--- config.mk ---
export PLATFORM = sky130hd
export DESIGN_NAME = pw_sniffer_top
export DESIGN_NICKNAME = d
export VERILOG_FILES = /design/src/hw/pw_pkg.sv /design/src/hw/pw_regs.sv /design/src/hw/capture_ctrl.sv /design/src/hw/pattern_matcher.sv /design/src/hw/trigger_pulse.sv /design/src/hw/capture_buffer.sv /design/src/hw/pw_sniffer_top.sv
export SDC_FILE = /design/constraint.sdc
export NUM_CORES = 1
export LEC_CHECK = 0
export BUFFER_PORTS_ARGS = -buffer_cell sky130_fd_sc_hd__buf_2
export CORE_MARGIN = 2
export CORE_UTILIZATION = 55
export CTS_CLUSTER_SIZE = 16
export DETAILED_ROUTE_END_ITERATION = 10
export GPL_ROUTABILITY_DRIVEN = 0
export PLACE_DENSITY = 0.72
export SYNTH_ARGS = -nofsm -noshare
export SYNTH_HDL_FRONTEND = slang
export SYNTH_SLANG_ARGS = --single-unit
--- constraint.sdc ---
create_clock -name fe_clk -period 4 [get_ports fe_clk]
set_clock_uncertainty 0.15 [all_clocks]
set_input_delay 1.2 -clock fe_clk [delete_from_list [all_inputs] [get_ports fe_clk]]
set_output_delay 1.2 -clock fe_clk [all_outputs]
set_load 0.01 [all_outputs]
--- src/hw/pw_pkg.sv ---
`default_nettype none

package pw_pkg;

   typedef logic [7:0] byte_t;   // one usb data byte
   typedef logic [7:0] addr_t;   // register address

   localparam int PATTERN_BYTES = 4;
   typedef logic [PATTERN_BYTES*8-1:0] pattern_t;  // newest byte in [7:0]

   typedef logic [15:0] count_t;  // delay, width, capture length
   typedef logic [7:0]  stamp_t;  // saturates at 255
   typedef logic [15:0] entry_t;  // {stamp, data}

   localparam int FIFO_DEPTH = 16;
   typedef logic [3:0] fifo_ptr_t;

   typedef enum logic [1:0] {LS = 2'd0, FS = 2'd1, HS = 2'd2, AUTO = 2'd3} speed_t;

   typedef enum logic [1:0] {IDLE, ARMED, CAPTURE} ctrl_state_t;

   //////////////////////////////
   // register map
   localparam addr_t ADDR_ARM     = 8'h00;
   localparam addr_t ADDR_SPEED   = 8'h01;
   localparam addr_t ADDR_PATTERN = 8'h02;  // 0x02..0x05, byte 0 first
   localparam addr_t ADDR_MASK    = 8'h06;  // 0x06..0x09
   localparam addr_t ADDR_DELAY   = 8'h0A;  // low byte, high at +1
   localparam addr_t ADDR_WIDTH   = 8'h0C;
   localparam addr_t ADDR_LEN     = 8'h0E;
   localparam addr_t ADDR_FIFO    = 8'h10;

endpackage

`default_nettype wire

--- src/hw/pw_regs.sv ---
`default_nettype none
`timescale 1ns/1ps

module pw_regs (
   input  wire                   fe_clk,
   input  wire                   arst_n_i,
   input  wire pw_pkg::addr_t    reg_addr_i,
   input  wire pw_pkg::byte_t    reg_wdata_i,
   input  wire                   reg_write_i,
   input  wire                   reg_read_i,
   input  wire pw_pkg::entry_t   fifo_head_i,
   input  wire                   fifo_empty_i,
   output pw_pkg::entry_t        reg_rdata_o,
   output pw_pkg::pattern_t      pattern_o,
   output pw_pkg::pattern_t      mask_o,
   output pw_pkg::count_t        delay_o,
   output pw_pkg::count_t        width_o,
   output pw_pkg::count_t        capture_len_o,
   output pw_pkg::speed_t        speed_o,
   output logic                  arm_req_o,
   output logic                  fifo_pop_o
);
   import pw_pkg::*;

   logic fifo_rd;

   always_ff @(posedge fe_clk or negedge arst_n_i) begin
      if (!arst_n_i) begin
         pattern_o     <= '0;
         mask_o        <= '0;
         delay_o       <= '0;
         width_o       <= '0;
         capture_len_o <= '0;
         speed_o       <= LS;
      end else if (reg_write_i) begin
         // pattern and mask are byte addressed, byte 0 first
         for (int i = 0; i < PATTERN_BYTES; i++) begin
            if (reg_addr_i == ADDR_PATTERN + addr_t'(i))
               pattern_o[8*i +: 8] <= reg_wdata_i;
            if (reg_addr_i == ADDR_MASK + addr_t'(i))
               mask_o[8*i +: 8] <= reg_wdata_i;
         end
         case (reg_addr_i)
            ADDR_SPEED:       speed_o            <= speed_t'(reg_wdata_i[1:0]);
            ADDR_DELAY:       delay_o[7:0]       <= reg_wdata_i;
            ADDR_DELAY + 1:   delay_o[15:8]      <= reg_wdata_i;
            ADDR_WIDTH:       width_o[7:0]       <= reg_wdata_i;
            ADDR_WIDTH + 1:   width_o[15:8]      <= reg_wdata_i;
            ADDR_LEN:         capture_len_o[7:0] <= reg_wdata_i;
            ADDR_LEN + 1:     capture_len_o[15:8] <= reg_wdata_i;
            default: ;
         endcase
      end
   end

   // arm is a strobe, not a stored bit
   assign arm_req_o = reg_write_i && (reg_addr_i == ADDR_ARM) && reg_wdata_i[0];

   // head shows in the read cycle, popped on its edge
   assign fifo_rd     = reg_read_i && (reg_addr_i == ADDR_FIFO) && !fifo_empty_i;
   assign fifo_pop_o  = fifo_rd;
   assign reg_rdata_o = fifo_rd ? fifo_head_i : '0;

endmodule

`default_nettype wire

--- src/hw/capture_ctrl.sv ---
`default_nettype none
`timescale 1ns/1ps

module capture_ctrl (
   input  wire                   fe_clk,
   input  wire                   arst_n_i,
   input  wire                   arm_req_i,
   input  wire                   match_i,
   input  wire                   fe_rxvalid_i,
   input  wire pw_pkg::count_t   capture_len_i,
   output logic                  fire_o,
   output logic                  fifo_write_o,
   output logic                  armed_o,
   output logic                  capturing_o
);
   import pw_pkg::*;

   ctrl_state_t state_q;
   count_t      count_q;   // bytes recorded so far

   // a fresh arm wins over a match in the same cycle
   assign fire_o       = (state_q == ARMED) && match_i && !arm_req_i;
   assign fifo_write_o = (state_q == CAPTURE) && fe_rxvalid_i && (count_q < capture_len_i);
   assign armed_o      = (state_q == ARMED);
   assign capturing_o  = (state_q == CAPTURE);

   always_ff @(posedge fe_clk or negedge arst_n_i) begin
      if (!arst_n_i) begin
         state_q <= IDLE;
         count_q <= '0;
      end else if (arm_req_i) begin
         state_q <= ARMED;
         count_q <= '0;
      end else begin
         case (state_q)
            ARMED: begin
               if (fire_o) state_q <= CAPTURE;
            end
            CAPTURE: begin
               if (capture_len_i == '0) begin
                  state_q <= IDLE;  // nothing to record
               end else if (fifo_write_o) begin
                  count_q <= count_q + 16'd1;
                  if (count_q + 16'd1 == capture_len_i) state_q <= IDLE;
               end
            end
            default: ;  // idle waits for arm
         endcase
      end
   end

endmodule

`default_nettype wire

--- src/hw/pattern_matcher.sv ---
`default_nettype none
`timescale 1ns/1ps

module pattern_matcher (
   input  wire                   fe_clk,
   input  wire                   arst_n_i,
   input  wire pw_pkg::byte_t    fe_data_i,
   input  wire                   fe_rxvalid_i,
   input  wire pw_pkg::pattern_t pattern_i,
   input  wire pw_pkg::pattern_t mask_i,
   output logic                  match_o
);
   import pw_pkg::*;

   pattern_t window_q;
   pattern_t window_next;
   logic     hit;

   // oldest byte falls off the top
   assign window_next = {window_q[(PATTERN_BYTES-1)*8-1:0], fe_data_i};

   // compare only the bits set in the mask
   assign hit = ((window_next ^ pattern_i) & mask_i) == '0;

   always_ff @(posedge fe_clk or negedge arst_n_i) begin
      if (!arst_n_i) begin
         window_q <= '0;
         match_o  <= 1'b0;
      end else begin
         match_o <= 1'b0;          // one cycle only
         if (fe_rxvalid_i) begin
            window_q <= window_next;
            match_o  <= hit;
         end
      end
   end

endmodule

`default_nettype wire

--- src/hw/trigger_pulse.sv ---
`default_nettype none
`timescale 1ns/1ps

module trigger_pulse (
   input  wire                   fe_clk,
   input  wire                   arst_n_i,
   input  wire                   fire_i,
   input  wire pw_pkg::count_t   delay_i,
   input  wire pw_pkg::count_t   width_i,
   output logic                  trig_o
);
   import pw_pkg::*;

   logic   waiting_q;   // delay phase
   count_t cnt_q;       // cycles left in current phase

   always_ff @(posedge fe_clk or negedge arst_n_i) begin
      if (!arst_n_i) begin
         waiting_q <= 1'b0;
         trig_o    <= 1'b0;
         cnt_q     <= '0;
      end else if (fire_i) begin
         if (delay_i == '0) begin
            trig_o <= (width_i != '0);  // straight into the pulse
            cnt_q  <= width_i;
         end else begin
            waiting_q <= 1'b1;
            cnt_q     <= delay_i;
         end
      end else if (waiting_q) begin
         if (cnt_q == 16'd1) begin
            waiting_q <= 1'b0;
            trig_o    <= (width_i != '0);
            cnt_q     <= width_i;
         end else begin
            cnt_q <= cnt_q - 16'd1;
         end
      end else if (trig_o) begin
         if (cnt_q == 16'd1) trig_o <= 1'b0;  // last high cycle
         cnt_q <= cnt_q - 16'd1;
      end
   end

endmodule

`default_nettype wire

--- src/hw/capture_buffer.sv ---
`default_nettype none
`timescale 1ns/1ps

module capture_buffer (
   input  wire                   fe_clk,
   input  wire                   arst_n_i,
   input  wire                   clear_i,
   input  wire                   fire_i,
   input  wire                   write_i,
   input  wire pw_pkg::byte_t    data_i,
   input  wire                   pop_i,
   output pw_pkg::entry_t        head_o,
   output logic                  empty_o,
   output logic                  overflow_o
);
   import pw_pkg::*;

   stamp_t    stamp_q;
   entry_t    mem [FIFO_DEPTH];
   fifo_ptr_t wr_ptr_q, rd_ptr_q;
   logic [$clog2(FIFO_DEPTH):0] fill_q;
   logic      full, push, pop;

   assign full    = (fill_q == FIFO_DEPTH);
   assign empty_o = (fill_q == '0);
   assign push    = write_i && !full;
   assign pop     = pop_i && !empty_o;
   assign head_o  = mem[rd_ptr_q];

   //////////////////////////////
   // inter-byte timestamp
   always_ff @(posedge fe_clk or negedge arst_n_i) begin
      if (!arst_n_i)
         stamp_q <= '0;
      else if (fire_i || write_i)
         stamp_q <= '0;
      else if (stamp_q != '1)
         stamp_q <= stamp_q + 8'd1;  // stick at 255
   end

   //////////////////////////////
   // circular fifo
   always_ff @(posedge fe_clk) begin
      if (push && !clear_i) mem[wr_ptr_q] <= {stamp_q, data_i};
   end

   always_ff @(posedge fe_clk or negedge arst_n_i) begin
      if (!arst_n_i) begin
         wr_ptr_q   <= '0;
         rd_ptr_q   <= '0;
         fill_q     <= '0;
         overflow_o <= 1'b0;
      end else if (clear_i) begin
         wr_ptr_q   <= '0;
         rd_ptr_q   <= '0;
         fill_q     <= '0;
         overflow_o <= 1'b0;
      end else begin
         if (push) wr_ptr_q <= wr_ptr_q + 4'd1;
         if (pop) rd_ptr_q <= rd_ptr_q + 4'd1;
         fill_q <= fill_q + {4'd0, push} - {4'd0, pop};
         if (write_i && full) overflow_o <= 1'b1;  // byte dropped
      end
   end

endmodule

`default_nettype wire

--- src/hw/pw_sniffer_top.sv ---
`default_nettype none
`timescale 1ns/1ps

module pw_sniffer_top (
   input  wire                   fe_clk,
   input  wire                   arst_n_i,
   input  wire pw_pkg::byte_t    fe_data_i,
   input  wire                   fe_rxvalid_i,
   input  wire pw_pkg::addr_t    reg_addr_i,
   input  wire pw_pkg::byte_t    reg_wdata_i,
   input  wire                   reg_write_i,
   input  wire                   reg_read_i,
   output pw_pkg::entry_t        reg_rdata_o,
   output logic [1:0]            fe_xcvrsel_o,
   output logic                  fe_termsel_o,
   output logic                  cw_trig_o,
   output logic                  armed_o,      // LED_CAP
   output logic                  capturing_o,  // LED_TRIG
   output logic                  fifo_empty_o,
   output logic                  fifo_overflow_o
);
   import pw_pkg::*;

   pattern_t pattern, mask;
   count_t   delay, width, capture_len;
   speed_t   speed;
   entry_t   fifo_head;
   logic     arm_req, fifo_pop, match, fire, fifo_write;

   pw_regs U_regs (
      .fe_clk        (fe_clk),
      .arst_n_i      (arst_n_i),
      .reg_addr_i    (reg_addr_i),
      .reg_wdata_i   (reg_wdata_i),
      .reg_write_i   (reg_write_i),
      .reg_read_i    (reg_read_i),
      .fifo_head_i   (fifo_head),
      .fifo_empty_i  (fifo_empty_o),
      .reg_rdata_o   (reg_rdata_o),
      .pattern_o     (pattern),
      .mask_o        (mask),
      .delay_o       (delay),
      .width_o       (width),
      .capture_len_o (capture_len),
      .speed_o       (speed),
      .arm_req_o     (arm_req),
      .fifo_pop_o    (fifo_pop)
   );

   capture_ctrl U_ctrl (
      .fe_clk        (fe_clk),
      .arst_n_i      (arst_n_i),
      .arm_req_i     (arm_req),
      .match_i       (match),
      .fe_rxvalid_i  (fe_rxvalid_i),
      .capture_len_i (capture_len),
      .fire_o        (fire),
      .fifo_write_o  (fifo_write),
      .armed_o       (armed_o),
      .capturing_o   (capturing_o)
   );

   pattern_matcher U_matcher (
      .fe_clk       (fe_clk),
      .arst_n_i     (arst_n_i),
      .fe_data_i    (fe_data_i),
      .fe_rxvalid_i (fe_rxvalid_i),
      .pattern_i    (pattern),
      .mask_i       (mask),
      .match_o      (match)
   );

   trigger_pulse U_trigger (
      .fe_clk   (fe_clk),
      .arst_n_i (arst_n_i),
      .fire_i   (fire),
      .delay_i  (delay),
      .width_i  (width),
      .trig_o   (cw_trig_o)
   );

   capture_buffer U_buffer (
      .fe_clk     (fe_clk),
      .arst_n_i   (arst_n_i),
      .clear_i    (arm_req),   // arming flushes old capture
      .fire_i     (fire),
      .write_i    (fifo_write),
      .data_i     (fe_data_i),
      .pop_i      (fifo_pop),
      .head_o     (fifo_head),
      .empty_o    (fifo_empty_o),
      .overflow_o (fifo_overflow_o)
   );

   //////////////////////////////
   // transceiver select from speed
   always_comb begin
      case (speed)
         LS: begin
            fe_xcvrsel_o = 2'b10;
            fe_termsel_o = 1'b1;
         end
         HS: begin
            fe_xcvrsel_o = 2'b00;
            fe_termsel_o = 1'b0;
         end
         default: begin          // FS, and AUTO falls back to FS
            fe_xcvrsel_o = 2'b01;
            fe_termsel_o = 1'b1;
         end
      endcase
   end

endmodule

`default_nettype wire

# ---- Word-level counts from Yosys, hierarchy flattened
# Memory sizes are Yosys's and may differ from the RTL's.
# Cells that the tools add are included.
dict set report classes {
  n_addsub 7
  magnitude_cmp 1
  eq_ne 30
  n_mux 39
  bitwise 2
  n_reduce_logical 49
}
# op n
set ops {}
lappend ops {{16-bit two-way mux} 10}
lappend ops {{8-bit by 4-bit equality test with 1-bit output, second input constant} 8}
lappend ops {{32-bit AND} 1}
lappend ops {{8-bit by 3-bit equality test with 1-bit output, second input constant} 4}
lappend ops {{16-bit zero test} 2}
lappend ops {{32-bit zero test} 1}
lappend ops {{2-bit AND reduction} 16}
lappend ops {{32-bit XOR} 1}
lappend ops {{16-bit by 1-bit adder with 16-bit output, second input constant} 1}
lappend ops {{16-bit by 1-bit equality test with 1-bit output, second input constant} 1}
lappend ops {{16-bit equality test} 1}
lappend ops {{8-bit by 2-bit equality test with 1-bit output, second input constant} 2}
lappend ops {{16-bit < comparator} 1}
lappend ops {{4-bit two-way mux} 4}
lappend ops {{8-bit two-way mux} 2}
lappend ops {{16-bit nonzero test} 1}
lappend ops {{16-bit by 1-bit subtractor with 16-bit output, second input constant} 1}
lappend ops {{1-bit two-way mux} 15}
lappend ops {{1-bit logical AND} 12}
lappend ops {{2-bit nonzero test} 6}
lappend ops {{2-bit two-way mux} 5}
lappend ops {{4-bit by 1-bit adder with 4-bit output, second input constant} 2}
lappend ops {{8-bit by 1-bit adder with 8-bit output, second input constant} 1}
lappend ops {{8-bit by 1-bit equality test with 1-bit output, second input constant} 1}
lappend ops {{other kinds (22)} 29}
dict set report totals {
  reg_bits 197
  ramBits 256
  elab_cells 156
  memories 1
}
# memory depth width rd rd_ports_with_merged_regs wr line
set memory_table {}
lappend memory_table {U_buffer.mem 16 16 1 0 1 capture_buffer.sv:19} ;# entry_t mem [FIFO_DEPTH];

# ---- Depth between registers and ports, before layout
dict set report depth {
  word_depth 8
  mapped_depth 15
  depth_no_buf 14
}

# ---- By module
# From an unflattened synthesis, not the netlist that was laid out.
dict set report hier_totals {
  hier_cells 1431
  area_unflattened_um2 20757.4
}
# module instances cells_per_inst area_each_um2 seq_area_each_um2
set by_module_without_submodules {}
lappend by_module_without_submodules {capture_buffer 1 612 11377.2 8237.9}
lappend by_module_without_submodules {pw_regs 1 286 4639.4 2852.7}
lappend by_module_without_submodules {capture_ctrl 1 232 1824.2 450.4}
lappend by_module_without_submodules {trigger_pulse 1 193 1537.7 450.4}
lappend by_module_without_submodules {pattern_matcher 1 105 1365.1 625.6}
lappend by_module_without_submodules {pw_sniffer_top 1 3 13.8 0.0}

# ---- Least setup slack after synthesis
# Ideal clock, no wire load.
dict set report synth_timing {
  path_kind {input to register}
  startpoint {in fe_rxvalid_i}
  endpoint {mem U_buffer.mem[12][0] in the netlist's numbering (enable)}
  setup_time_ps 389
  t_arrival_ps 3275
  required_ps 3461
  slack_ps 187
  path_stages 8
  path_buffers 1
  path_cell_list {clkbuf_1 nand2_1 a211o_1 a211o_2 nand2b_4 inv_1 nand4_1 nor2_1}
}
dict set report synth_between {
  elab_chain_cells 6
}
# item line
set synth_rtl {}
lappend synth_rtl {{from (decl)} pw_sniffer_top.sv:8} ;# input wire fe_rxvalid_i,
lappend synth_rtl {{1-bit logical AND (2 in a row)} capture_ctrl.sv:23} ;# assign fifo_write_o = (state_q == CAPTURE) && fe_rxvalid_i && (count_q < capture_len_i);
lappend synth_rtl {{1-bit logical AND} capture_buffer.sv:26} ;# assign push = write_i && !full;
lappend synth_rtl {{1-bit logical AND} capture_buffer.sv:44} ;# if (push && !clear_i) mem[wr_ptr_q] <= {stamp_q, data_i};
lappend synth_rtl {{1-bit two-way mux} capture_buffer.sv:44}
lappend synth_rtl {{1-bit two-way mux (not written as such)} capture_buffer.sv:44}
lappend synth_rtl {{to (decl)} capture_buffer.sv:19}
# Every way passes these cells.

# ---- Worst setup path after layout
dict set report layout_timing {
  startpoint {reg U_buffer.rd_ptr_q[0]}
  endpoint {out reg_rdata_o[4]}
}
dict set report layout_between {
  elab_chain_cells 2
}
# item line
set layout_rtl {}
lappend layout_rtl {{from (decl)} capture_buffer.sv:20} ;# fifo_ptr_t wr_ptr_q, rd_ptr_q;
lappend layout_rtl {{from (signal assigned)} capture_buffer.sv:60} ;# if (pop) rd_ptr_q <= rd_ptr_q + 4'd1;
lappend layout_rtl {{memory read 16 x 16 bit} n/a}
lappend layout_rtl {{16-bit two-way mux} pw_regs.sv:62} ;# assign reg_rdata_o = fifo_rd ? fifo_head_i : '0;
lappend layout_rtl {{to (decl)} pw_sniffer_top.sv:13} ;# output pw_pkg::entry_t reg_rdata_o,
# Every way passes these cells.

==> metrics.csv <==
metric,value,unit
worst-margin pin slew,1.05,ns
final worst slack,-0.0383,ns
Die Height,194,um
Psw,0.00322,W
Peak VDD IR,0.000472,V
leak pwr,9.05,nW
Synth top area share,0.387,
layout cells sized above 1,0.295,
fmax,248,MHz
Worst Setup Path Type,reg -> out,
max-cap violations,0,
CP max-delay cell,dfrtp_4,
"Hold Vio Cnt, Final",0,
arrival time worst endpoint,2.69,ns
core area,35600,um2
Required @ worst endpoint,2.65,ns
CP bufs+invs,4,
fin. max-slew vios,0,
clk root buf,clkbuf_16,
total power,0.0122,W
Yosys warnings,0,
worst-case clock buffer depth,3,
Final Cycle Share,1.01,
Via Count,11600,
First DRT Iteration DRCs,869,
Post-synth EDFFs,256,
GRT Total Usage,0.236,
CTS tree,yes,
Final nets,1475,
Power Dens Cells,528,nW/um2
vias in the first global route,11700,
top post-synthesis cells by area,"edfxtp_1, dfrtp_1, mux4_2",
Internal,0.00894,W
Initial Utilization,0.558,
WL/cell,23.1,um
min cycle time layout,4.04,ns
port bufs,52,
GRT overflow,0,
slew margin rel.,0.298,
crit start category,flip-flop,
Initial DRT Pass Iterations,5,
Area Overhead vs Synth,15.9,%
first-pass GRT wire length,68500,um
Final Setup Violations,9,
die width,194,um
pin count of the biggest net entering global routing,69,
status,finished with violations,
Synth Instances,1303,
final wirelength,44100,um
violated checks,setup timing,
syn nets,1366,
Layout Utilization,0.647,
Seq pwr share,0.485,
Hold WC Path Type,reg -> reg,
ANT nets after route,0,
WHS,0.341,ns
# DRC,0,
Async SR Flop Fraction,0.435,
synthesis-stage register bit count,453,
hpwl dp,27000,um
Cell variety after synth,67,
Clock power frac,0.358,
Sw Ratio,0.265,
Most used DFF post-synth,edfxtp_1,
initial antenna violation count,1,
Netlist Area Pre-Place,19900,um2
clock-pin slew on the worst setup and hold paths,0.06,ns
sequential share of the synthesized area,0.635,
Setup crit end kind,primary output,
Max stage delay on crit path,0.52,ns
"CP delay by family, top",multiplexers,
H-tree depth,2,
# hold bufs at CTS,0,
Num CTS Buffers,46,
number of cell rows,69,
Comb pwr share,0.157,
"area leader, netlist",edfxtp_1,
Final TNS setup,-0.200,ns
die area,37700,um2
"Clk Latency, worst-skew pair",0.56,ns
Via density,6.05,
RSZ-0062 raised after global routing,true,
Clock Sinks,453,
crit-path cells,buf_12 > buf_12 > buf_16 > mux4_2 > mux4_2 > and2_1 > buf_2,
CP max FO,6,
"Avg Cell Area, Syn",15.2,um2
io pins,53,
[registers in the layout, summed over array words and instances, names as in the netlist]
signal	cells
U_regs.pattern_o	32
U_buffer.fill_q	5
U_trigger.trig_o	1
U_buffer.mem	256
U_ctrl.count_q	16
U_trigger.cnt_q	16
U_matcher.window_q	24
U_regs.width_o	16
U_buffer.overflow_o	1
U_regs.speed_o	2
U_buffer.stamp_q	8
U_ctrl.state_q	2
U_regs.mask_o	32
U_matcher.match_o	1
U_buffer.wr_ptr_q	4
U_trigger.waiting_q	1
U_regs.capture_len_o	16
U_buffer.rd_ptr_q	4
U_regs.delay_o	16
[power by group through the flow]
stage               combinational (W)  sequential (W)  clock [W]
finish                        0.00191         0.00590    0.00436
global route                  0.00211         0.00597    0.00462
CTS                           0.00192         0.00590    0.00443
detailed placement            0.00183         0.00599          0
global placement              0.00177         0.00597          0
floorplan                     0.00132         0.00585          0
[synthesized netlist by cell type (3+ instances only)]
library cell / count
mux4_2: 80
a22oi_1: 8
a221oi_1: 19
nor4_1: 18
nor2b_1: 4
a21oi_1: 42
nor2_1: 77
and4_1: 9
nor4b_1: 3
xnor2_1: 32
and2_2: 6
a211oi_1: 4
o21ai_0: 31
inv_1: 41
nand4_1: 12
xor2_1: 52
and2_1: 26
dfrtp_1: 197
edfxtp_1: 256
mux2_2: 123
and3_1: 10
nand3_1: 23
nor3_1: 19
clkbuf_1: 39
nand2_1: 47
or3_1: 12
a21o_1: 5
ha_1: 33
buf_1: 3
buf_2: 12
mux2i_1: 4
a22o_1: 4
nand2b_1: 5
or4_1: 3
[worst paths after layout]
path	depth (start not counted)	end	startpoint	slack, ns
setup / recovery	7	reg_rdata_o[4]	U_buffer.rd_ptr_q[0]	-0.04
hold / removal	1	U_trigger.cnt_q[15]	U_trigger.cnt_q[15]	0.34
setup reg to reg	10	U_buffer.mem[10][1]	U_regs.capture_len_o[9]	0.36
hold reg to reg	1	U_trigger.cnt_q[15]	U_trigger.cnt_q[15]	0.34
max in group asynchronous	2	U_regs.pattern_o[4]	arst_n_i	2.47
min in group asynchronous	1	U_trigger.cnt_q[5]	arst_n_i	0.42
[routing by layer]
metal,track usage,part of all wire,wire length (um),vias to the layer above
met2,0.384,0.49,21800,293
met1,0.340,0.44,19500,6017
li1,-,-,-,5189
met5,0.00383,0,0,-
met4,0.0572,0.018,789,0
met3,0.0332,0.047,2090,57
[through the flow]
step	area [um2]	worst slack (ns)	std cells
after global placement	21000	-0.0755	1810
after detailed placement	21000	-0.123	1810
after global routing	23000	-0.0841	1910
final	23000	-0.0383	1911
after CTS	22900	-0.0590	1907
after floorplan	19900	0.187	1303
[placed cells by master (no fill, tap or decap), drive strengths merged, types with 6 or more instances in the layout]
cell type / count
nand3: 23
clkbuf: 64
nand2b: 6
nand2: 48
nor2: 77
clkinv: 13
nor3: 21
xor2: 52
xnor2: 32
a22oi: 8
ha: 33
mux2: 123
and2: 32
and4: 9
buf: 116
nor4: 20
nand4: 12
mux4: 80
edfxtp: 256
dfrtp: 197
a21oi: 42
o21ai: 32
and3: 11
a221oi: 19
inv: 44
or3: 13
[worst reg2reg max path, cell delays in order (launching register included)]
cell and delay (ns):
dfrtp_1 0.41, inv_1 0.10, ha_1 0.29, a21o_1 0.16, a21o_1 0.17, a221o_1 0.39, a211o_2 0.40, nand2b_4 0.18
nor4b_1 0.52, and2_1 0.21, buf_4 0.30
[final cells by class]
| class | count | area (um2) |
|---|---|---|
| Antenna cell | 1 | 2.50 |
| Clock buffer | 61 | 1270 |
| Clock inverter | 24 | 275 |
| Fill cell | 2544 | 12500 |
| Inverter | 41 | 159 |
| Multi-Input combinational cell | 751 | 6900 |
| Sequential cell | 453 | 12600 |
| Tap cell | 461 | 577 |
| Timing Repair Buffer | 119 | 1230 |
[timing repair]
| item | CTS | global route |
|---|---|---|
| endpoints found under the hold margin | 0 | 0 |
| setup endpoints to repair | 16 | 16 |
| buffers inserted | 6 | 1 |
| gates resized for setup | 21 | 17 |
| pin swaps | 12 | 2 |
| gates cloned | 6 | 2 |
[cells by family (layout without fill, tap and decap cells)]
group	count (synthesis)	after routing	synth area share
DFF	453	453	0.635
and+or+nand+nor	288	288	0.0774
muxes	207	207	0.162
AOI/OAI and AO/OA	138	138	0.0457
buffers and inverters	99	245	0.0205
xor gates and xnor gates	84	84	0.0370
adders and majority gates	34	34	0.0218
other	0	1	0
(Power assumes the default switching activity.)
